### src/source/axi_bridge_cfg.svh
`ifndef AXI_BRIDGE_CFG_SVH
`define AXI_BRIDGE_CFG_SVH

// Bus widths shared by the rw port and AXI
`define RW_ADDR_WIDTH        64
`define RW_DATA_WIDTH        64
`define AXI_ID_WIDTH         4

// SRAM window, depth in 64-bit words
`define MEM_BASE             64'h8000_0000
`define MEM_WORDS            256

// Fixed AXI attribute encodings
`define AXI_BURST_INCR       2'b01
`define AXI_CACHE_DEV_NONBUF 4'b0000
`define AXI_PROT_UNPRIV      3'b000

`endif

### src/source/axi_bridge_pkg.sv
package axi_bridge_pkg;

    // AXI response codes
    typedef enum logic [1:0] {
        OKAY   = 2'd0,
        EXOKAY = 2'd1,
        SLVERR = 2'd2,
        DECERR = 2'd3
    } axi_resp_e;

    // Access size, log2 of the byte count
    typedef enum logic [2:0] {
        SZ_B = 3'd0,
        SZ_H = 3'd1,
        SZ_W = 3'd2,
        SZ_D = 3'd3
    } rw_size_e;

    // Which requester owns the rw port
    typedef enum logic {
        SRC_FETCH = 1'b0,
        SRC_DATA  = 1'b1
    } req_src_e;

endpackage

### src/source/axi_master_if.sv
`timescale 1ns/1ps
`include "axi_bridge_cfg.svh"

module axi_master_if
    import axi_bridge_pkg::*;
(
    input  logic                          clk,
    input  logic                          rst_n,
    // rw port
    input  req_src_e                      rw_id_i,
    input  logic                          rw_cen_i,
    input  logic                          rw_wen_i,
    input  logic [`RW_ADDR_WIDTH-1:0]     rw_addr_i,
    input  rw_size_e                      rw_size_i,
    input  logic [`RW_DATA_WIDTH-1:0]     rw_wdata_i,
    input  logic [`RW_DATA_WIDTH/8-1:0]   rw_wmask_i,
    output logic                          rw_ready_o,
    output logic [`RW_DATA_WIDTH-1:0]     rw_rdata_o,
    output axi_resp_e                     rw_resp_o,
    // Write address
    output logic [`AXI_ID_WIDTH-1:0]      axi_aw_id_o,
    output logic [`RW_ADDR_WIDTH-1:0]     axi_aw_addr_o,
    output logic [7:0]                    axi_aw_len_o,
    output logic [2:0]                    axi_aw_size_o,
    output logic [1:0]                    axi_aw_burst_o,
    output logic [3:0]                    axi_aw_cache_o,
    output logic [2:0]                    axi_aw_prot_o,
    output logic                          axi_aw_valid_o,
    input  logic                          axi_aw_ready_i,
    // Write data
    input  logic                          axi_w_ready_i,
    output logic                          axi_w_valid_o,
    output logic [`RW_DATA_WIDTH-1:0]     axi_w_data_o,
    output logic [`RW_DATA_WIDTH/8-1:0]   axi_w_strb_o,
    output logic                          axi_w_last_o,
    // Write response
    output logic                          axi_b_ready_o,
    input  logic                          axi_b_valid_i,
    input  axi_resp_e                     axi_b_resp_i,
    input  logic [`AXI_ID_WIDTH-1:0]      axi_b_id_i,
    // Read address
    input  logic                          axi_ar_ready_i,
    output logic                          axi_ar_valid_o,
    output logic [`RW_ADDR_WIDTH-1:0]     axi_ar_addr_o,
    output logic [2:0]                    axi_ar_prot_o,
    output logic [`AXI_ID_WIDTH-1:0]      axi_ar_id_o,
    output logic [7:0]                    axi_ar_len_o,
    output logic [2:0]                    axi_ar_size_o,
    output logic [1:0]                    axi_ar_burst_o,
    output logic [3:0]                    axi_ar_cache_o,
    // Read data
    output logic                          axi_r_ready_o,
    input  logic                          axi_r_valid_i,
    input  axi_resp_e                     axi_r_resp_i,
    input  logic [`RW_DATA_WIDTH-1:0]     axi_r_data_i,
    input  logic                          axi_r_last_i,
    input  logic [`AXI_ID_WIDTH-1:0]      axi_r_id_i
);

    typedef enum logic [2:0] {W_IDLE, W_ADDR, W_WRITE, W_RESP, W_DONE} w_state_e;
    typedef enum logic [1:0] {R_IDLE, R_ADDR, R_READ, R_DONE} r_state_e;

    w_state_e                    w_state;
    r_state_e                    r_state;
    logic                        wr_req;
    logic                        rd_req;
    logic                        aw_hs;
    logic                        w_hs;
    logic                        b_hs;
    logic                        ar_hs;
    logic                        r_hs;
    logic                        trans_done;
    axi_resp_e                   resp_next;
    logic [`AXI_ID_WIDTH-1:0]    axi_id;

    assign wr_req = rw_cen_i && rw_wen_i;
    assign rd_req = rw_cen_i && !rw_wen_i;

    assign aw_hs = axi_aw_valid_o && axi_aw_ready_i;
    assign w_hs  = axi_w_valid_o && axi_w_ready_i;
    assign b_hs  = axi_b_ready_o && axi_b_valid_i;
    assign ar_hs = axi_ar_valid_o && axi_ar_ready_i;
    assign r_hs  = axi_r_ready_o && axi_r_valid_i;

    assign trans_done = rw_wen_i ? b_hs : (r_hs && axi_r_last_i);
    assign resp_next  = rw_wen_i ? axi_b_resp_i : axi_r_resp_i;

    always_ff @(posedge clk) begin
        if (!rst_n) begin
            w_state <= W_IDLE;
        end else if (wr_req) begin
            case (w_state)
                W_IDLE:  w_state <= W_ADDR;
                W_ADDR:  if (aw_hs) w_state <= W_WRITE;
                W_WRITE: if (w_hs && axi_w_last_o) w_state <= W_RESP;
                W_RESP:  if (b_hs) w_state <= W_DONE;
                default: w_state <= W_IDLE;
            endcase
        end
    end

    always_ff @(posedge clk) begin
        if (!rst_n) begin
            r_state <= R_IDLE;
        end else if (rd_req) begin
            case (r_state)
                R_IDLE:  r_state <= R_ADDR;
                R_ADDR:  if (ar_hs) r_state <= R_READ;
                R_READ:  if (r_hs && axi_r_last_i) r_state <= R_DONE;
                default: r_state <= R_IDLE;
            endcase
        end
    end

    // Requester source rides in the low id bit
    assign axi_id = {{(`AXI_ID_WIDTH-1){1'b0}}, rw_id_i};

    assign axi_aw_id_o    = axi_id;
    assign axi_aw_addr_o  = rw_addr_i;
    assign axi_aw_len_o   = 8'd0;
    assign axi_aw_size_o  = rw_size_i;
    assign axi_aw_burst_o = `AXI_BURST_INCR;
    assign axi_aw_cache_o = `AXI_CACHE_DEV_NONBUF;
    assign axi_aw_prot_o  = `AXI_PROT_UNPRIV;
    assign axi_aw_valid_o = (w_state == W_ADDR);

    // Single beat, so the only beat is the last
    assign axi_w_valid_o  = (w_state == W_WRITE);
    assign axi_w_data_o   = rw_wdata_i;
    assign axi_w_strb_o   = rw_wmask_i;
    assign axi_w_last_o   = (w_state == W_WRITE);
    assign axi_b_ready_o  = (w_state == W_RESP);

    assign axi_ar_id_o    = axi_id;
    assign axi_ar_addr_o  = rw_addr_i;
    assign axi_ar_len_o   = 8'd0;
    assign axi_ar_size_o  = rw_size_i;
    assign axi_ar_burst_o = `AXI_BURST_INCR;
    assign axi_ar_cache_o = `AXI_CACHE_DEV_NONBUF;
    assign axi_ar_prot_o  = `AXI_PROT_UNPRIV;
    assign axi_ar_valid_o = (r_state == R_ADDR);
    assign axi_r_ready_o  = (r_state == R_READ);

    always_ff @(posedge clk) begin
        if (!rst_n) begin
            rw_ready_o <= 1'b0;
            rw_resp_o  <= OKAY;
        end else begin
            rw_ready_o <= trans_done;
            rw_resp_o  <= trans_done ? resp_next : OKAY;
        end
    end

    // Read data held for the ready pulse
    always_ff @(posedge clk) begin
        if (r_hs) begin
            rw_rdata_o <= axi_r_data_i;
        end
    end

    assert property (@(posedge clk) disable iff (!rst_n)
        (axi_aw_valid_o && !axi_aw_ready_i) |=> axi_aw_valid_o);

    // Slave echoes the id of the requester that issued the access
    assert property (@(posedge clk) disable iff (!rst_n)
        b_hs |-> (axi_b_id_i == axi_aw_id_o));
    assert property (@(posedge clk) disable iff (!rst_n)
        r_hs |-> (axi_r_id_i == axi_ar_id_o));

endmodule

### config.mk
export PLATFORM = sky130hd
export DESIGN_NAME = axi_master_if
export DESIGN_NICKNAME = d
export VERILOG_FILES = /design/src/source/axi_bridge_pkg.sv /design/src/source/axi_master_if.sv
export VERILOG_INCLUDE_DIRS = /design/src /design/src/source
export SDC_FILE = /design/constraint.sdc
export NUM_CORES = 1
export LEC_CHECK = 0
export ABC_AREA = 1
export BUFFER_PORTS_ARGS = -buffer_cell sky130_fd_sc_hd__buf_2
export CAP_MARGIN = 25
export CORE_AREA = 3 3 209 211
export DETAILED_ROUTE_END_ITERATION = 7
export DIE_AREA = 0 0 212 214
export SYNTH_ARGS = -nofsm -noshare
export SYNTH_HDL_FRONTEND = slang
export SYNTH_SLANG_ARGS = --single-unit
### constraint.sdc
create_clock -name clk -period 4.4 [get_ports clk]
set_input_delay 0 -clock clk [delete_from_list [all_inputs] [get_ports clk]]
set_output_delay 0 -clock clk [all_outputs]
set_load 0.01 [all_outputs]
# Word level (Yosys, flattened, before mapping)
# Index checks and enable logic that the tools add are counted.
dict set report totals {
  regBits 72
  inputBits 226
  output_inout_bits 321
  elab_cells 39
}
dict set report classes {
  eq_ne 10
  muxes 9
  reduce_logical 15
}
# operator count
set ops {}
lappend ops {{$pmux W3 S4} 1}
lappend ops {{$ne A2 B1 Y1 const B} 5}
lappend ops {{$logic_and A1 B1 Y1} 9}
lappend ops {{$mux W3} 3}
lappend ops {{$eq A3 B2 Y1 const B} 2}
lappend ops {{$mux W2} 3}
lappend ops {{$pmux W2 S3} 1}
lappend ops {{$reduce_and A4 Y1} 1}
lappend ops {{$eq A3 B1 Y1 const B} 1}
lappend ops {{$logic_not A3 Y1} 1}
lappend ops {{$reduce_and A3 Y1} 1}
lappend ops {{$eq A2 B1 Y1 const B} 1}
lappend ops {{$eq A2 B2 Y1 const B} 1}
lappend ops {{$logic_not A2 Y1} 1}
lappend ops {{$reduce_and A2 Y1} 1}
lappend ops {{$logic_not A1 Y1} 1}
lappend ops {{$mux W1} 1}

# Logic depth before layout (Yosys ltp)
dict set report depth {
  ltp_word 5
  mapped_depth 8
  depth_no_buf 8
}

# Worst setup path before layout
# No wires, ideal clock.
dict set report synth_timing {
  path_type {reg2reg}
  from {register r_state[0]}
  to {register rw_resp_o[0]}
  setup_time_ps 70
  arrival_time_ps 2407
  required_time_ps 4330
  setup_slack_ps 1923
  stages_incl_launch_ff 9
  n_path_buf 0
  period_less_slack_ps 2477
  cell_sequence {dfxtp_1 > inv_1 > ha_1 > nand2_1 > inv_1 > nand3_1 > nand2_1 > nand2_1 > a21oi_1}
}
dict set report synth_between {
  elab_chain_len 5
}
# element line_no
set synth_rtl {}
lappend synth_rtl {{from (decl)} axi_master_if.sv:64} ;# r_state_e r_state;
lappend synth_rtl {{from (signal assigned)} axi_master_if.sv:104} ;# r_state <= R_IDLE;
lappend synth_rtl {{from (signal assigned)} axi_master_if.sv:107} ;# R_IDLE: r_state <= R_ADDR;
lappend synth_rtl {{from (signal assigned)} axi_master_if.sv:108} ;# R_ADDR: if (ar_hs) r_state <= R_READ;
lappend synth_rtl {{$eq A2 B2 Y1} axi_master_if.sv:142} ;# assign axi_r_ready_o = (r_state == R_READ);
lappend synth_rtl {{via axi_r_ready_o} axi_master_if.sv:52} ;# output logic axi_r_ready_o,
lappend synth_rtl {{$logic_and A1 B1 Y1} axi_master_if.sv:83} ;# assign r_hs = axi_r_ready_o && axi_r_valid_i;
lappend synth_rtl {{via r_hs} axi_master_if.sv:71} ;# logic r_hs;
lappend synth_rtl {{$logic_and A1 B1 Y1} axi_master_if.sv:85} ;# assign trans_done = rw_wen_i ? b_hs : (r_hs && axi_r_last_i);
lappend synth_rtl {{$mux W1} axi_master_if.sv:85}
lappend synth_rtl {{$reduce_and A2 Y1 (no source line)} -}
lappend synth_rtl {{to (signal assigned)} axi_master_if.sv:150} ;# rw_resp_o <= trans_done ? resp_next : OKAY;
lappend synth_rtl {{to (decl)} axi_master_if.sv:19} ;# output axi_resp_e rw_resp_o,
# The timed path passes the listed nets, and every way through them passes these cells.
# A chain may end at the register's enable or synchronous reset.

# Worst setup path in the final report
dict set report layout_timing {
  from {register r_state[0]}
  to {register rw_resp_o[0]}
}
dict set report layout_between {
  elab_chain_len 5
}
# element line_no
set layout_rtl {}
lappend layout_rtl {{$eq A2 B2 Y1} axi_master_if.sv:142}
lappend layout_rtl {{$logic_and A1 B1 Y1} axi_master_if.sv:83}
lappend layout_rtl {{via r_hs} axi_master_if.sv:71}
lappend layout_rtl {{$logic_and A1 B1 Y1} axi_master_if.sv:85}
lappend layout_rtl {{$mux W1} axi_master_if.sv:85}
lappend layout_rtl {{$reduce_and A2 Y1 (no source line)} -}
# The timed path passes the listed nets, and every way through them passes these cells.

==> reports/results.tsv <==
metric	value	unit
Syn Area/Cell	11.0	um2
root buffer cell	clkbuf_16	
multi-input logic area	444	um2
Worst Skew	0.00461	ns
Final Wtd Congestion	0.693	
# clock sinks	72	
Leak Pwr	0.00203	uW
sequential share of power	46.9	%
Die W	212	um
Worst Path Max Fanout	32	
hpwl dp	14.6	mm
drt total wl	17.6	mm
CTS tree	built	
WP data required	4.68	ns
Clk pwr share	42.6	%
hold depth	0	
RSZ-0062 raised after global routing	no	
Hold WC Path Type	primary input to output port	
# diodes	0	
Layout area overhead	15.8	%
CP top delay family	buffers and inverters	
gr ovfl total	0	
sum of negative setup slack	0	ns
Hold Fails Final Rpt	0	
worst skew pair latency	0.34	ns
CORE AREA	41900	um2
share of cells above drive strength 1	42.3	%
Power Density	332	nW/um2
io pins	547	
number of global-route vias before repair	2474	
initial drt markers	170	
routed vias/inst	2.57	
reg-to-reg startpoint	r_state[0]	
Max Freq	0.448	GHz
Via Count	2451	
Post-route DRC	0	
clock buffer depth	2	
Syn Inst Count	392	
Reg2Reg Setup Slack	2.17	ns
Util after Layout	11.9	%
Register-to-Register Path Depth	9	
initial antenna violation count	0	
Area after DPL	4020	um2
max-cap viol count	0	
initial core utilization	10.3	%
first-pass GRT wire length	21.4	mm
Buffers on Ports	150	
Clock H-tree levels	3	
ANT nets after route	0	
Pre-Repair DR Iteration Count	4	
largest net degree at the start of global routing	35	
CTS resizes	0	
Pint	1290	uW
reg2reg end	rw_resp_o[0]	
NumNets Final	642	
maximum vdd drop	0.000317	V
crit end category	flop	
Register Area	2080	um2
die span in y	214	um
Worst path slowest cell	dlygate4sd3_1	
post-route cell area	4990	um2
# setup viols final	0	
Critical path buffers and inverters	3	
std cell rows	75	
Yosys cell types	20	
max-slew violations	0	
Rel. slew slack	55.6	%
Post-Syn Area	4310	um2
post-route minimum period	2.23	ns
post-synthesis sequential area ratio	48.3	%
hold_sp	rw_addr_i[15]	
Final Cycle Share	50.7	%
die area	45400	um2
clock slew at reported path FFs	0.06	ns
critical path class	flop to flop	
CP most frequent cell	nand2_1	
Critical Path AT	2.51	ns
CP Cell Sequence	inv_1 -> ha_1 -> nand2_1 -> inv_2 -> nand3_1 -> nand2_1 -> nand2_1 -> a21oi_1 -> dlygate4sd3_1	
Total GRT Usage	7.16	%
Sw Ratio	22.3	%
CP max stage delay	0.56	ns
actual slew at the worst max-slew pin	0.666	ns
Num CTS Buffers	9	
WHS Endpoint	axi_ar_addr_o[15]	
combinational power share	10.5	%
Fill cells	4689	
post-DR wirelength/cell	18.4	um
Critical Path Source	r_state[0]	
Yosys reg bits	72	
Syn. warnings	0	
Critical Path Start Type	flop	
outcome	completed	
P_sw	369	uW
-- synth_stat cells --
cell | n | share of area, %
nand3_1 | 4 | 0.46
nor3_1 | 1 | 0.12
o21bai_1 | 1 | 0.17
ha_1 | 4 | 1.2
o21ai_0 | 1 | 0.12
inv_1 | 16 | 1.4
buf_4 | 249 | 43
a21oi_1 | 2 | 0.23
nor2_1 | 9 | 0.78
nor2_2 | 2 | 0.29
o21ai_1 | 1 | 0.12
nand2_2 | 5 | 0.73
nor4_1 | 1 | 0.15
a21boi_0 | 1 | 0.17
nor2_4 | 2 | 0.52
nand2_1 | 18 | 1.6
dfxtp_1 | 8 | 3.7
conb_1 | 2 | 0.17
edfxtp_1 | 64 | 45
nor3_2 | 1 | 0.23
-- worst max path at each step --
stage          cells after the start        endpoint  slack, ns
5_1_grt                            9    rw_resp_o[0]       1.91
6_report                           9    rw_resp_o[0]       2.17
3_5_place_dp                       5  rw_rdata_o[39]       2.32
4_1_cts                            9    rw_resp_o[1]       2.12
2_1_floorplan                      8    rw_resp_o[0]       1.92
3_3_place_gp                       5  rw_rdata_o[25]       2.34
-- logic make-up (layout without fill, tap and decap cells) --
kind of cell               after synthesis  in the layout  synth area share [%]
AOI/OAI and AO/OA                        6              6                 0.812
adders and majority gates                4              4                  1.16
buffers and inverters                  265            251                  44.7
DFF                                     72             72                  48.3
other                                    2             40                 0.174
and+or+nand+nor                         43             43                  4.84
-- metal layers --
metal | GRT usage [%] | up-vias | routed length (um)
li1 | - | 992 | -
met3 | 8.10 | 70 | 4590
met4 | 4.87 | 0 | 1020
met5 | 0.323 | - | 0
met1 | 3.35 | 983 | 3380
met2 | 12.8 | 406 | 8590
-- through the flow --
| step | total power (uW) | cells | hold WS [ns] | setup WS (ns) |
|---|---|---|---|---|
| after floorplan | 1070 | 430 | 0.0918 | 1.92 |
| after global placement | 915 | 871 | 0.0000686 | 2.34 |
| after detailed placement | 917 | 871 | 0.0000686 | 2.32 |
| after CTS | 1680 | 955 | 0.0000686 | 2.12 |
| after global routing | 1720 | 955 | 0.0000284 | 1.91 |
| final | 1660 | 955 | 0.00000590 | 2.17 |
-- cell type report --
cell class	count	share of cell area, %
flip-flops and latches	72	41.7
clock inverters	6	1.20
well taps	539	13.5
inverters	16	1.20
repair buffers	220	29.0
clock buffers	9	4.51
multi-input cells	93	8.89
-- power by group through the flow --
stage	Clock (uW)	Combinational, uW	Sequential, uW
finish	706	174	778
floorplan	0	270	800
global route	750	191	779
detailed placement	0	125	792
CTS	726	174	778
global placement	0	124	791
-- registers in the layout (all words and copies together) (netlist names) --
| register | flops |
|---|---|
| r_state | 2 |
| rw_rdata_o | 64 |
| rw_ready_o | 1 |
| rw_resp_o | 2 |
| w_state | 3 |
-- cell usage in the layout, fill, tap and decap left out, drive strengths merged, types with 3 or more instances in the layout --
master	Yosys	layout
inv	16	17
dfxtp	8	8
dlygate4sd3	0	69
buf	249	151
nand3	4	4
conb	2	40
clkinv	0	3
nand2	23	23
nor2	13	13
ha	4	4
edfxtp	64	64
clkbuf	0	9
-- what timing repair did --
action,in CTS,in global routing
hold buffers,69,0
hold endpoints to repair,72,0
buffers inserted,0,0
Note: power is estimated with default switching activity, not from simulation.
