==> src/source/axi_bridge_cfg.svh <==
`ifndef AXI_BRIDGE_CFG_SVH
`define AXI_BRIDGE_CFG_SVH

// Bus widths shared by the rw port and AXI
`define RW_ADDR_WIDTH        64
`define RW_DATA_WIDTH        64
`define AXI_ID_WIDTH         4

// SRAM window, depth in 64-bit words
`define MEM_BASE             64'h8000_0000
`define MEM_WORDS            256

// Fixed AXI attribute encodings
`define AXI_BURST_INCR       2'b01
`define AXI_CACHE_DEV_NONBUF 4'b0000
`define AXI_PROT_UNPRIV      3'b000

`endif

==> src/source/axi_bridge_pkg.sv <==
package axi_bridge_pkg;

    // AXI response codes
    typedef enum logic [1:0] {
        OKAY   = 2'd0,
        EXOKAY = 2'd1,
        SLVERR = 2'd2,
        DECERR = 2'd3
    } axi_resp_e;

    // Access size, log2 of the byte count
    typedef enum logic [2:0] {
        SZ_B = 3'd0,
        SZ_H = 3'd1,
        SZ_W = 3'd2,
        SZ_D = 3'd3
    } rw_size_e;

    // Which requester owns the rw port
    typedef enum logic {
        SRC_FETCH = 1'b0,
        SRC_DATA  = 1'b1
    } req_src_e;

endpackage

==> src/source/rw_arbiter.sv <==
`timescale 1ns/1ps
`include "axi_bridge_cfg.svh"

module rw_arbiter
    import axi_bridge_pkg::*;
(
    input  logic                          clk,
    input  logic                          rst_n,
    // Fetch port
    input  logic                          if_req_i,
    input  logic [`RW_ADDR_WIDTH-1:0]     if_addr_i,
    output logic                          if_ready_o,
    output logic [`RW_DATA_WIDTH-1:0]     if_rdata_o,
    output axi_resp_e                     if_resp_o,
    // Data port
    input  logic                          d_req_i,
    input  logic                          d_we_i,
    input  logic [`RW_ADDR_WIDTH-1:0]     d_addr_i,
    input  rw_size_e                      d_size_i,
    input  logic [`RW_DATA_WIDTH-1:0]     d_wdata_i,
    input  logic [`RW_DATA_WIDTH/8-1:0]   d_wmask_i,
    output logic                          d_ready_o,
    output logic [`RW_DATA_WIDTH-1:0]     d_rdata_o,
    output axi_resp_e                     d_resp_o,
    // Shared rw port
    output logic                          rw_cen_o,
    output logic                          rw_wen_o,
    output req_src_e                      rw_id_o,
    output logic [`RW_ADDR_WIDTH-1:0]     rw_addr_o,
    output rw_size_e                      rw_size_o,
    output logic [`RW_DATA_WIDTH-1:0]     rw_wdata_o,
    output logic [`RW_DATA_WIDTH/8-1:0]   rw_wmask_o,
    input  logic                          rw_ready_i,
    input  logic [`RW_DATA_WIDTH-1:0]     rw_rdata_i,
    input  axi_resp_e                     rw_resp_i
);

    logic     busy_q;
    req_src_e gnt_q;
    logic     data_gnt;

    // Data port wins a tie, grant held until the rw port finishes
    always_ff @(posedge clk) begin
        if (!rst_n) begin
            busy_q <= 1'b0;
            gnt_q  <= SRC_FETCH;
        end else if (!busy_q) begin
            if (d_req_i || if_req_i) begin
                busy_q <= 1'b1;
                gnt_q  <= d_req_i ? SRC_DATA : SRC_FETCH;
            end
        end else if (rw_ready_i) begin
            busy_q <= 1'b0;
        end
    end

    assign data_gnt   = (gnt_q == SRC_DATA);

    assign rw_cen_o   = busy_q;
    assign rw_id_o    = gnt_q;
    // Fetch is always a full-word read
    assign rw_wen_o   = data_gnt && d_we_i;
    assign rw_addr_o  = data_gnt ? d_addr_i : if_addr_i;
    assign rw_size_o  = data_gnt ? d_size_i : SZ_D;
    assign rw_wdata_o = data_gnt ? d_wdata_i : '0;
    assign rw_wmask_o = data_gnt ? d_wmask_i : '0;

    assign if_ready_o = rw_ready_i && !data_gnt;
    assign if_rdata_o = rw_rdata_i;
    assign if_resp_o  = rw_resp_i;
    assign d_ready_o  = rw_ready_i && data_gnt;
    assign d_rdata_o  = rw_rdata_i;
    assign d_resp_o   = rw_resp_i;

    // Owner of an open transfer never changes under the master
    assert property (@(posedge clk) disable iff (!rst_n)
        (busy_q && !rw_ready_i) |=> (busy_q && $stable(gnt_q)));

endmodule

==> config.mk <==
export PLATFORM = sky130hd
export DESIGN_NAME = rw_arbiter
export DESIGN_NICKNAME = d
export VERILOG_FILES = /design/src/source/axi_bridge_pkg.sv /design/src/source/rw_arbiter.sv
export VERILOG_INCLUDE_DIRS = /design/src /design/src/source
export SDC_FILE = /design/constraint.sdc
export NUM_CORES = 1
export LEC_CHECK = 0
export BUFFER_PORTS_ARGS = -buffer_cell sky130_fd_sc_hd__clkbuf_2
export CORE_AREA = 2 2 217 219
export CTS_CLUSTER_SIZE = 16
export DETAILED_ROUTE_END_ITERATION = 10
export DIE_AREA = 0 0 219 221
export GPL_TIMING_DRIVEN = 1
export SYNTH_ARGS = -nofsm -noshare
export SYNTH_HDL_FRONTEND = slang
export SYNTH_SLANG_ARGS = --single-unit
==> constraint.sdc <==
create_clock -name clk -period 2.28 [get_ports clk]
set_input_delay 0.114 -clock clk [delete_from_list [all_inputs] [get_ports clk]]
set_output_delay 0.114 -clock clk [all_outputs]
set_load 0.02 [all_outputs]
Yosys cells after proc, flatten, opt, wreduce, memory -nomap -nowiden
Index checks and enable logic that the tools add are counted.
{"block": "totals", "regBits": 2, "inputBits": 275, "output_inout_bits": 276, "word_cells": 17}
{"block": "op_classes", "muxes": 8, "bitwise_logic": 1, "reduce_logical": 6}
{"operator": "$mux 64", "count": 2}
{"operator": "$mux 8", "count": 1}
{"operator": "$mux 1", "count": 4}
{"operator": "$logic_and 1x1->1", "count": 3}
{"operator": "$mux 3", "count": 1}
{"operator": "$reduce_and 2->1", "count": 1}
{"operator": "$logic_not 1->1", "count": 1}
{"operator": "$logic_or 1x1->1", "count": 1}
{"operator": "$not 1->1", "count": 1}

Logic depth before layout (Yosys ltp)
Gate-level depths: netlist of run 1.
{"block": "logic_depth", "depth_word": 3, "depth_mapped": 4, "ltp_nobuf": 2}

Worst setup path before layout of run 1
OpenSTA, ideal clock, no wires.
{"block": "synth_path", "path_type": "flip-flop to output port", "start": "reg gnt_q, in the netlist rw_id_o", "end": "out rw_addr_o[0]", "t_arrival_ns": 1.143, "slack_ns": 1.023, "path_stages_with_launch": 4, "path_buffers": 2, "path_cell_list": "dfxtp_1 -> buf_6 -> buf_6 -> mux2_1"}
{"block": "synth_via", "elab_chain_cells": 1}
{"element": "from (decl)", "line": "rw_arbiter.sv:39", "text": "req_src_e gnt_q;"}
{"element": "from (signal assigned)", "line": "rw_arbiter.sv:50", "text": "gnt_q <= d_req_i ? SRC_DATA : SRC_FETCH;"}
{"element": "$mux 64", "line": "rw_arbiter.sv:63", "text": "assign rw_addr_o = data_gnt ? d_addr_i : if_addr_i;"}
{"element": "to (decl)", "line": "rw_arbiter.sv:29", "text": "output logic [`RW_ADDR_WIDTH-1:0] rw_addr_o,"}
No other way between the ends.

Worst setup path after layout of run 1
Same ends and word-level chain as after synthesis.

==> results of run 1 <==
layout make-up:
cell class	count	area, um^2
Antenna cell	1	2.502
Clock buffer	4	78.83
Fill cell	5440	41890
Timing Repair Buffer	356	1817
Multi-Input combinational cell	148	1470
Sequential cell	2	43.79
Tap cell	607	759.5
cells in the mapped netlist, drive strengths merged:
master and n:
nor2b 2, buf 148, nand2b 2, nand2 2
and2 75, o311a 1, o21ai 1, dfxtp 2
mux2 64, nand3b 1
report_power, final:
part / switching (mW) / leakage, nW / total [mW] / internal [mW]
Clock: 0.0408 / 0.0382 / 0.271 / 0.230
Combinational: 0.508 / 2.21 / 0.975 / 0.467
Sequential: 0.0145 / 0.0173 / 0.0531 / 0.0386
cells by family (layout without fill, tap and decap cells):
family	after synthesis	count (layout)	synth area share, %
AOI/OAI and AO/OA	2	2	0.5691
buffers and inverters	148	360	42.74
DFF	2	2	1.518
muxes	64	64	35.86
other	0	1	0
and+or+nand+nor	82	82	19.31
layer usage:
layer	global-route usage [%]	vias to the layer above	share of wire, %
met5	0.9091	-	0.41
met4	1.918	4	3.0
met3	2.488	21	18
met2	8.289	366	46
met1	4.157	1114	32
li1	-	1244	-
worst min-delay path by stage:
stage,slack [ns],depth (start not counted),endpoint
floorplan,0.25,2,rw_id_o
global placement,0.23,0,d_rdata_o[14]
detailed placement,0.23,0,d_rdata_o[14]
CTS,0.14,3,rw_id_o
global route,0.16,2,rw_cen_o
finish,0.15,3,rw_id_o
metrics by stage:
stage                     hold slack, ns  setup slack (ns)  power (mW)  utilization (%)  instance area, um^2
after floorplan                   0.2533             1.023      0.9865                -                 2638
after global placement            0.2282            0.7743       1.037            8.880                 4090
after detailed placement          0.2282            0.7706       1.040            8.880                 4090
after CTS                         0.1447            0.5270       1.317            9.051                 4169
after global routing              0.1612            0.4565       1.383            9.056                 4172
final                             0.1509            0.5321       1.299            9.056                 4172
state kept, by name, summed over array words and instances (netlist names):
signal and count:
rw_cen_o 1, rw_id_o 1
worst min-delay path: cells and delay by family:
kind | cells | cell delay, ns
AOI/OAI and AO/OA | 1 | 0.06
buffers and inverters | 1 | 0.10
and+or+nand+nor | 1 | 0.07
==> results.txt, run 1 <==
----------------------------------------------------
[Routing]
  Number of DRC violations after detailed-routing iteration 0 ... 67
  Antenna Nets Post-Route ... 0
  Detailed-route wire length per cell ... 11.30 um
  Count of TritonRoute iterations in the first routing pass ... 4
  Total wire length after detailed routing ... ~13000 um
  Total via count in the routed design ... between 2k and 3k
  Average vias per placed instance ... 2.459
  Number of DRC violations after detailed routing ... 0

[Floorplanning]
  Standard-cell row count ... 79
  Placeable Area ... 46060 um^2
  Die boundary width ... between 200 and 250 um
  Area enclosed by the die boundary ... 48400 um^2
  Starting utilization of the core area ... 5.726%
  Die span in y ... about 220 um
  Num ports ... 551

[Setup path]
  Worst setup path category ... flop to output port
  Launching element type of the critical path ... flop
  Setup slack of the worst register-to-register path ... 1.47 ns
  Worst setup path start ... rw_id_o
  Launching point of the worst reg2reg path ... rw_id_o
  Library cell contributing the largest single delay on the critical path ... dfxtp_4
  Biggest fanout along the worst timing path ... 77
  Arrival time reported for the critical path endpoint ... 1.63 ns
  End of the worst register-to-register path ... rw_id_o
  Number of buffer and inverter stages on the critical path ... 2
  Crit path capture ... rw_addr_o[0]
  Cell family with the largest share of critical-path delay ... flip-flops
  Kind of end point of the critical path ... output port
  Maximum single-stage delay on the critical path ... approximately 0.52 ns
  Required arrival time at the worst endpoint ... 2.17 ns
  Levels on crit path ... 3
  Worst reg-to-reg path cell count ... 2
  List of cells traversed by the critical path ... buf_12 > mux2_1 > clkbuf_2

[Global routing]
  Global-route wire length before repair ... 15770 um
  Largest net degree at the start of global routing ... 78
  Total routing resource utilization after global routing ... 4.585%
  Global route overflow ... 0
  Initial antenna violation count ... 3
  Via count of the first global-routing pass ... 2634

[Place]
  Last weighted congestion value of the routability-driven placer ... 0.8047
  HPWL after detailed placement ... between 10000 and 15000 um
  Number of cells in the design after placement ... roughly 1.1k
  Quantity of I/O buffers inserted on ports ... 352

[STA]
  Maximum clock rate ... 572.1 MHz
  Number of hold violations in the final report ... 0
  Setup TNS ... 0 ns
  Final worst path period share ... between 70% and 80%
  Worst slew margin ... 76.24%
  Number of max-slew violations in the final report ... 0
  RSZ-0062 raised after global routing ... no
  Maximum clock skew at final layout ... 0.003078 ns
  Setup Viol. Count Final ... 0
  Final Critical Period ... 1.748 ns
  Worst Tran Pin Value ... 0.3564 ns

[Clock network]
  Clock tree from TritonCTS ... yes
  Clock-pin slew on the worst setup and hold paths ... 0.03 ns
  H-tree levels ... 1
  Number of clock sinks seen by CTS ... 2
  Number of buffers between clock root and the deepest sink ... 2
  Clock insertion delay at the later pin of the skew report ... 0.22 ns
  Post-CTS setup buffer count ... 0
  TritonCTS buffer count ... 3
  Total of hold buffers inserted after clock tree synthesis ... 0
  Post-cts gate resize count ... 0
  Clock tree root driver cell ... clkbuf_16

[Finish]
  Most frequent standard cell in the layout excluding fill and tap cells ... clkbuf_2
  Final nets ... 786
  Final Non-Filler Cells ... 1118
  Commonest non-fill, non-tap cells in the layout ... clkbuf_2 (352), and2_1 (75), mux2_4 (60)
  Share of final-layout standard cells stronger than drive strength 1 ... 82.35%
  Area Growth Syn to Fin ... 58.16%

[Synth]
  Number of different library cells in the post-synthesis netlist ... 13
  Leading cell types by total area after synthesis ... buf_4 (38%), mux2_4 (34%), and2_1 (18%), buf_6 (3.8%), mux2_1 (1.7%)
  Seq cells post-synth ... 2
  Number of standard cells after synthesis ... 298
  Share of the synthesized area in the top cell type ... 37.57%
  Synthesized area per cell ... 8.851 um^2
  Post-Syn Area ... 2638 um^2
  Cell type contributing the most total cell area after synthesis ... buf_4
  Yosys Warn Count ... 0
  Portion of the post-synthesis area used by sequential elements ... 1.518%
  Net count after synthesis ... 573

[Pwr]
  Leakage ... 2.266 nW
  Power density over cell area ... between 300 and 400 nW/um^2
  IR drop worst, VDD ... 0.3436 mV

[Hold path]
  Start point of the worst min-delay path ... d_req_i
  Worst hold path class ... primary input to flop

[Outcome]
  Status ... finished, final reports clean

[Run]
  Maximum Capacitance Violations ... 0

----------------------------------------------------
Power figures use the tool's default switching activity.
==> inputs of run 2 (changes only) <==
Settings changed: ABC_AREA set to 1, CORE_AREA 2 2 217 219 to 2 2 212 214, DIE_AREA 0 0 219 221 to 0 0 214 216.
Clock period 2.28 ns to 1.7 ns, I/O delays scaled along.
==> run 2 against run 1 <==
Compared with the run above: worst setup slack got worse by 0.29 ns; clock-buffer cell count unchanged; largest power group unchanged; clock skew decreased by 0.0029 ns; combinational power rose by 39%; core utilization is 0.46 points higher; hold slack lost 0.053 ns; sequential power grew 8.9%; critical path type unchanged; largest cell class unchanged.
==> results.txt, run 2 <==
----------------------------------------------------
[Synth]
  Number of standard cells after synthesis ... a little over 500
  Yosys Warn Count ... 0
  Share of flip-flops with an asynchronous set or reset ... 0%
  Number of flops mapped to enable cells by yosys ... 0
  Dominant synthesized flop cell ... dfxtp_1
  Portion of the post-synthesis area used by sequential elements ... 1.517%
  Number of different library cells in the post-synthesis netlist ... 12
  Post-Syn Area ... 2639 um^2
  Share of the synthesized area in the top cell type ... 40.11%
  Seq cells post-synth ... 2
  Leading cell types by total area after synthesis ... buf_4 (40%), inv_1 (20%), nand2_1 (20%), o21ai_0 (10%), buf_6 (3.0%)
  Most numerous cell types in the synthesized netlist ... inv_1 (143), nand2_1 (143), buf_4 (141)
  Synthesized area per cell ... 5.124 um^2
  Cell type contributing the most total cell area after synthesis ... buf_4
  Net count after synthesis ... 790

[Setup path]
  Biggest fanout along the worst timing path ... 44
  Worst setup path category ... flop to output port
  Launching point of the worst reg2reg path ... rw_id_o
  Worst reg-to-reg path cell count ... 4
  Crit path capture ... rw_addr_o[27]
  Worst setup path start ... rw_id_o
  Cell family with the largest share of critical-path delay ... buffers and inverters
  Library cell contributing the largest single delay on the critical path ... dfxtp_4
  Number of buffer and inverter stages on the critical path ... 3
  Maximum single-stage delay on the critical path ... 0.36 ns
  Most common cell on crit path ... buf_12
  Required arrival time at the worst endpoint ... 1.62 ns
  Launching element type of the critical path ... flop
  Kind of end point of the critical path ... output port
  List of cells traversed by the critical path ... buf_12 > buf_12 > nand2_1 > o21ai_0 > clkbuf_2
  Arrival time reported for the critical path endpoint ... 1.38 ns
  End of the worst register-to-register path ... rw_id_o
  Levels on crit path ... 5
  Setup slack of the worst register-to-register path ... 0.73 ns

[Floorplanning]
  Starting utilization of the core area ... 6.020%
  Num ports ... 551
  Standard-cell row count ... 77
  Area enclosed by the die boundary ... 46220 um^2
  Placeable Area ... 43840 um^2
  Die boundary width ... about 210 um
  Die span in y ... 216 um

[Pwr]
  Switching Power ... slightly above 0.9 mW
  IR drop worst, VDD ... roughly 0.41 mV
  Internal power summed over all cells ... between 0.8 and 0.9 mW
  Leakage ... 2.931 nW
  Combinational share of power ... around three quarters
  Relative contribution of sequential cells to total power ... 3.3%
  Clk pwr share ... 20.4%
  Power density over cell area ... 425.8 nW/um^2
  Fraction of power spent switching nets ... 51.21%

[Clock network]
  Number of clock sinks seen by CTS ... 2
  Number of buffers between clock root and the deepest sink ... 2
  Clock insertion delay at the later pin of the skew report ... roughly 0.22 ns
  Clock tree root driver cell ... clkbuf_16
  Clock-pin slew on the worst setup and hold paths ... 0.03 ns
  H-tree levels ... 1
  TritonCTS buffer count ... 3
  Clock tree from TritonCTS ... yes
  Post-CTS setup buffer count ... 0
  Post-cts gate resize count ... 0
  Total of hold buffers inserted after clock tree synthesis ... 0

[Routing]
  Number of DRC violations after detailed routing ... 0
  Number of DRC violations after detailed-routing iteration 0 ... between 150 and 200
  Detailed-route wire length per cell ... 11.14 um
  Total wire length after detailed routing ... 14680 um
  Count of TritonRoute iterations in the first routing pass ... 4
  Antenna Nets Post-Route ... 0
  Average vias per placed instance ... 2.645
  Total via count in the routed design ... 3483

[Finish]
  Number of fillers in the final layout ... 5188
  Area Growth Syn to Fin ... 58.13%
  Most frequent standard cell in the layout excluding fill and tap cells ... clkbuf_2
  Commonest non-fill, non-tap cells in the layout ... clkbuf_2 (351), nand2_1 (143), inv_1 (143)
  Final nets ... about 1k
  Final Non-Filler Cells ... 1317
  Share of final-layout standard cells stronger than drive strength 1 ... 50.28%

[STA]
  Final Critical Period ... between 1 and 1.5 ns
  Worst Tran Pin Value ... 0.4036 ns
  Worst slew margin ... approximately 73%
  Number of hold violations in the final report ... 0
  Maximum clock rate ... 684.9 MHz
  Setup TNS ... 0 ns
  Number of max-slew violations in the final report ... 0
  Setup Viol. Count Final ... 0
  Maximum clock skew at final layout ... roughly 0.0002 ns
  Final worst path period share ... 85.89%
  RSZ-0062 raised after global routing ... no

[Global routing]
  Largest net degree at the start of global routing ... 86
  Total routing resource utilization after global routing ... under 10%
  Via count of the first global-routing pass ... 3026
  Global route overflow ... 0
  Initial antenna violation count ... 10
  Global-route wire length before repair ... 19490 um

[Place]
  HPWL after detailed placement ... 13320 um
  Last weighted congestion value of the routability-driven placer ... about 0.70
  Number of cells in the design after placement ... 1312
  Quantity of I/O buffers inserted on ports ... 352

[Hold path]
  Worst hold path class ... primary input to flop
  Worst hold path stage count ... 3

[Outcome]
  Status ... finished, final reports clean

[Run]
  Maximum Capacitance Violations ... 0

----------------------------------------------------
run 2: changes by cell type after synthesis, sizes merged, moves of 5 or more:
cell | previous run | this run
o21ai | 1 | 65
nor2 | 0 | 5
inv | 0 | 143
mux2 | 64 | 0
and2 | 75 | 0
nand2 | 2 | 143
clkbuf | 0 | 5
run 2: worst min-delay path by stage:
stage / to / startpoint
3_5_place_dp: if_rdata_o[16] / rw_rdata_i[16]
6_report: rw_id_o / rst_n
3_3_place_gp: if_rdata_o[16] / rw_rdata_i[16]
5_1_grt: rw_id_o / rst_n
4_1_cts: rw_id_o / rst_n
2_1_floorplan: rw_id_o / rst_n
run 2: worst register-to-register path, stage by stage (launching register included):
cell     delay, ns
dfxtp_4       0.36
buf_12        0.19
buf_4         0.19
nor2_1        0.05
nor2_1        0.11
run 2: area by class of cell:
class	instances	area (um^2)	area share [%]
repair buffers	360	1874	44.92
well taps	592	740.7	17.75
diodes	1	2.502	0.05997
flip-flops and latches	2	43.79	1.049
inverters	143	536.8	12.86
clock buffers	4	78.83	1.889
multi-input cells	215	895.9	21.47
run 2: power groups by stage:
stage          logic (mW)  clock network, mW  registers (mW)
3_3_place_gp         1.37                  0          0.0583
6_report             1.36              0.362          0.0578
5_1_grt              1.48              0.380          0.0590
2_1_floorplan        1.21                  0          0.0613
3_5_place_dp         1.38                  0          0.0585
4_1_cts              1.38              0.366          0.0579
run 2: stage by stage:
| stage | utilization (%) | setup WS (ns) | power, mW | cell area, um^2 | hold WS [ns] |
|---|---|---|---|---|---|
| after floorplan | - | 0.4268 | 1.276 | 2639 | 0.2112 |
| after global placement | 9.334 | 0.4156 | 1.433 | 4091 | 0.1702 |
| after detailed placement | 9.334 | 0.4138 | 1.436 | 4091 | 0.1702 |
| after CTS | 9.513 | 0.1813 | 1.806 | 4170 | 0.1012 |
| after global routing | 9.513 | 0.09964 | 1.920 | 4170 | 0.1156 |
| final | 9.519 | 0.2399 | 1.777 | 4173 | 0.09783 |
run 2: cells by family after synthesis:
logic type             share of synthesized area, %
AOI/OAI and AO/OA                             12.61
and+or+nand+nor                               21.34
buffers and inverters                         64.53
DFF                                           1.517
run 2: layer usage:
metal  GRT usage, %  up-vias  wire length, um
met1          4.984     1326             4432
met2          9.491      305             6635
li1               -     1734                -
met4          4.569       16             1188
met3          3.340      102             2324
met5              0        -               94
==> inputs of run 3 (changes only) <==
Settings changed: ABC_AREA 1 to not set, PLACE_DENSITY_LB_ADDON set to 0.1, SLEW_MARGIN set to 20.
==> run 3 against run 2 <==
Compared with the run above: critical path depth fell by 2; global-route usage fell by 1.1 points; combinational power shrank 4%; fmax shrank 6.7%; die area did not move; critical path type unchanged.
==> results.txt, run 3 (same netlist as run 1, synthesis figures left out) <==
----------------------------------------------------
[Outcome]
  Status ... finished, final reports clean

[Clock network]
  Total of hold buffers inserted after clock tree synthesis ... 0
  H-tree levels ... 1
  Clock insertion delay at the later pin of the skew report ... 0.22 ns
  Clock tree from TritonCTS ... yes
  Number of buffers between clock root and the deepest sink ... 2
  Clock-pin slew on the worst setup and hold paths ... around 0.03 ns
  Number of clock sinks seen by CTS ... 2
  Post-CTS setup buffer count ... 0
  Clock tree root driver cell ... clkbuf_16
  Post-cts gate resize count ... 0
  TritonCTS buffer count ... 3

[STA]
  Worst Tran Pin Value ... 0.3751 ns
  Final worst path period share ... 92.07%
  Maximum clock skew at final layout ... between 0.002 and 0.003 ns
  Worst Setup Slack, final ... ~0.13 ns
  Setup TNS ... 0 ns
  Setup Viol. Count Final ... 0
  Worst slew margin ... 74.99%
  Maximum clock rate ... 638.9 MHz
  Number of max-slew violations in the final report ... 0
  Final Critical Period ... 1.565 ns
  Number of hold violations in the final report ... 0
  RSZ-0062 raised after global routing ... no

[Place]
  HPWL after detailed placement ... approximately 11000 um
  Quantity of I/O buffers inserted on ports ... 352
  Number of cells in the design after placement ... 1098
  Post-placement setup slack ... 0.3475 ns
  Last weighted congestion value of the routability-driven placer ... about 0.76

[Floorplanning]
  Starting utilization of the core area ... 6.017%
  Area enclosed by the die boundary ... 46220 um^2
  Num ports ... 551
  Standard-cell row count ... 77
  Die boundary width ... around 210 um
  Die span in y ... 216 um
  Placeable Area ... 43840 um^2

[Routing]
  Detailed-route wire length per cell ... roughly 11 um
  Number of DRC violations after detailed-routing iteration 0 ... 44
  Average vias per placed instance ... 2.449
  Antenna Nets Post-Route ... 0
  Count of TritonRoute iterations in the first routing pass ... 3
  Total wire length after detailed routing ... 11860 um
  Total via count in the routed design ... 2699
  Number of DRC violations after detailed routing ... 0

[Finish]
  Area Growth Syn to Fin ... 57.35%
  Antenna cells ... 0
  Number of fillers in the final layout ... 5132
  Commonest non-fill, non-tap cells in the layout ... clkbuf_2 (352), and2_1 (75), mux2_4 (60)
  Share of final-layout standard cells stronger than drive strength 1 ... around 82%
  Final Non-Filler Cells ... 1102
  Final nets ... 786
  Most frequent standard cell in the layout excluding fill and tap cells ... clkbuf_2

[Setup path]
  Arrival time reported for the critical path endpoint ... ~1.5 ns
  Required arrival time at the worst endpoint ... 1.62 ns
  Setup slack of the worst register-to-register path ... between 0.6 and 0.7 ns
  End of the worst register-to-register path ... rw_id_o
  Worst reg-to-reg path cell count ... 3
  Kind of end point of the critical path ... output port
  Launching element type of the critical path ... flop
  Crit path capture ... rw_addr_o[62]
  Worst setup path category ... flop to output port
  Launching point of the worst reg2reg path ... rw_id_o
  Biggest fanout along the worst timing path ... 24
  Worst setup path start ... rw_id_o

[Pwr]
  Leakage ... between 2 and 2.5 nW
  IR drop worst, VDD ... 0.3033 mV
  Power density over cell area ... 417.9 nW/um^2

[Global routing]
  Initial antenna violation count ... 0
  Global route overflow ... 0
  Total routing resource utilization after global routing ... ~4.6%
  Largest net degree at the start of global routing ... 82
  Via count of the first global-routing pass ... 2780
  Global-route wire length before repair ... roughly 17000 um

[Run]
  Maximum Capacitance Violations ... 0

[Hold path]
  Worst hold path class ... primary input to flop

----------------------------------------------------
run 3: cell type report:
cell class | instances | area, um^2 | share of cell area (%)
well taps | 592 | 740.7 | 17.85
flip-flops and latches | 2 | 43.79 | 1.055
clock buffers | 4 | 78.83 | 1.899
multi-input cells | 148 | 1470 | 35.42
repair buffers | 356 | 1817 | 43.77
run 3: how the worst min path moves through the flow:
| stage | to | cells after the start | slack [ns] | from |
|---|---|---|---|---|
| after floorplan | rw_id_o | 2 | 0.22 | rst_n |
| after global placement | d_rdata_o[20] | 0 | 0.17 | rw_rdata_i[20] |
| after global routing | rw_cen_o | 2 | 0.15 | if_req_i |
| after CTS | rw_cen_o | 2 | 0.15 | if_req_i |
| after detailed placement | d_rdata_o[20] | 0 | 0.17 | rw_rdata_i[20] |
| final | rw_id_o | 3 | 0.14 | d_req_i |
run 3: metrics by stage:
stage	utilization [%]	hold slack, ns	cell area [um^2]	power [mW]
4_1_cts	9.468	0.1486	4150	1.778
5_1_grt	9.468	0.1501	4150	1.851
2_1_floorplan	-	0.2243	2638	1.323
3_3_place_gp	9.288	0.1702	4071	1.425
3_5_place_dp	9.288	0.1702	4071	1.397
6_report	9.468	0.1377	4150	1.734
run 3: worst max-delay path: stages (launching register included):
cell and delay, ns:
dfxtp_4 0.37, buf_4 0.35, mux2_1 0.36, clkbuf_2 0.15
run 3: routing by layer:
metal | share of wire [%] | global-route usage [%]
met1 | 34 | 4.508
met3 | 16 | 3.073
met2 | 50 | 8.290
met5 | 0 | 0
met4 | 0.60 | 0.5594
run 3: power by group:
part / switching, mW / internal (mW) / total [mW]
sequential: 0.00711 / 0.0517 / 0.0588
combinational: 0.682 / 0.627 / 1.31
clock: 0.0576 / 0.309 / 0.366
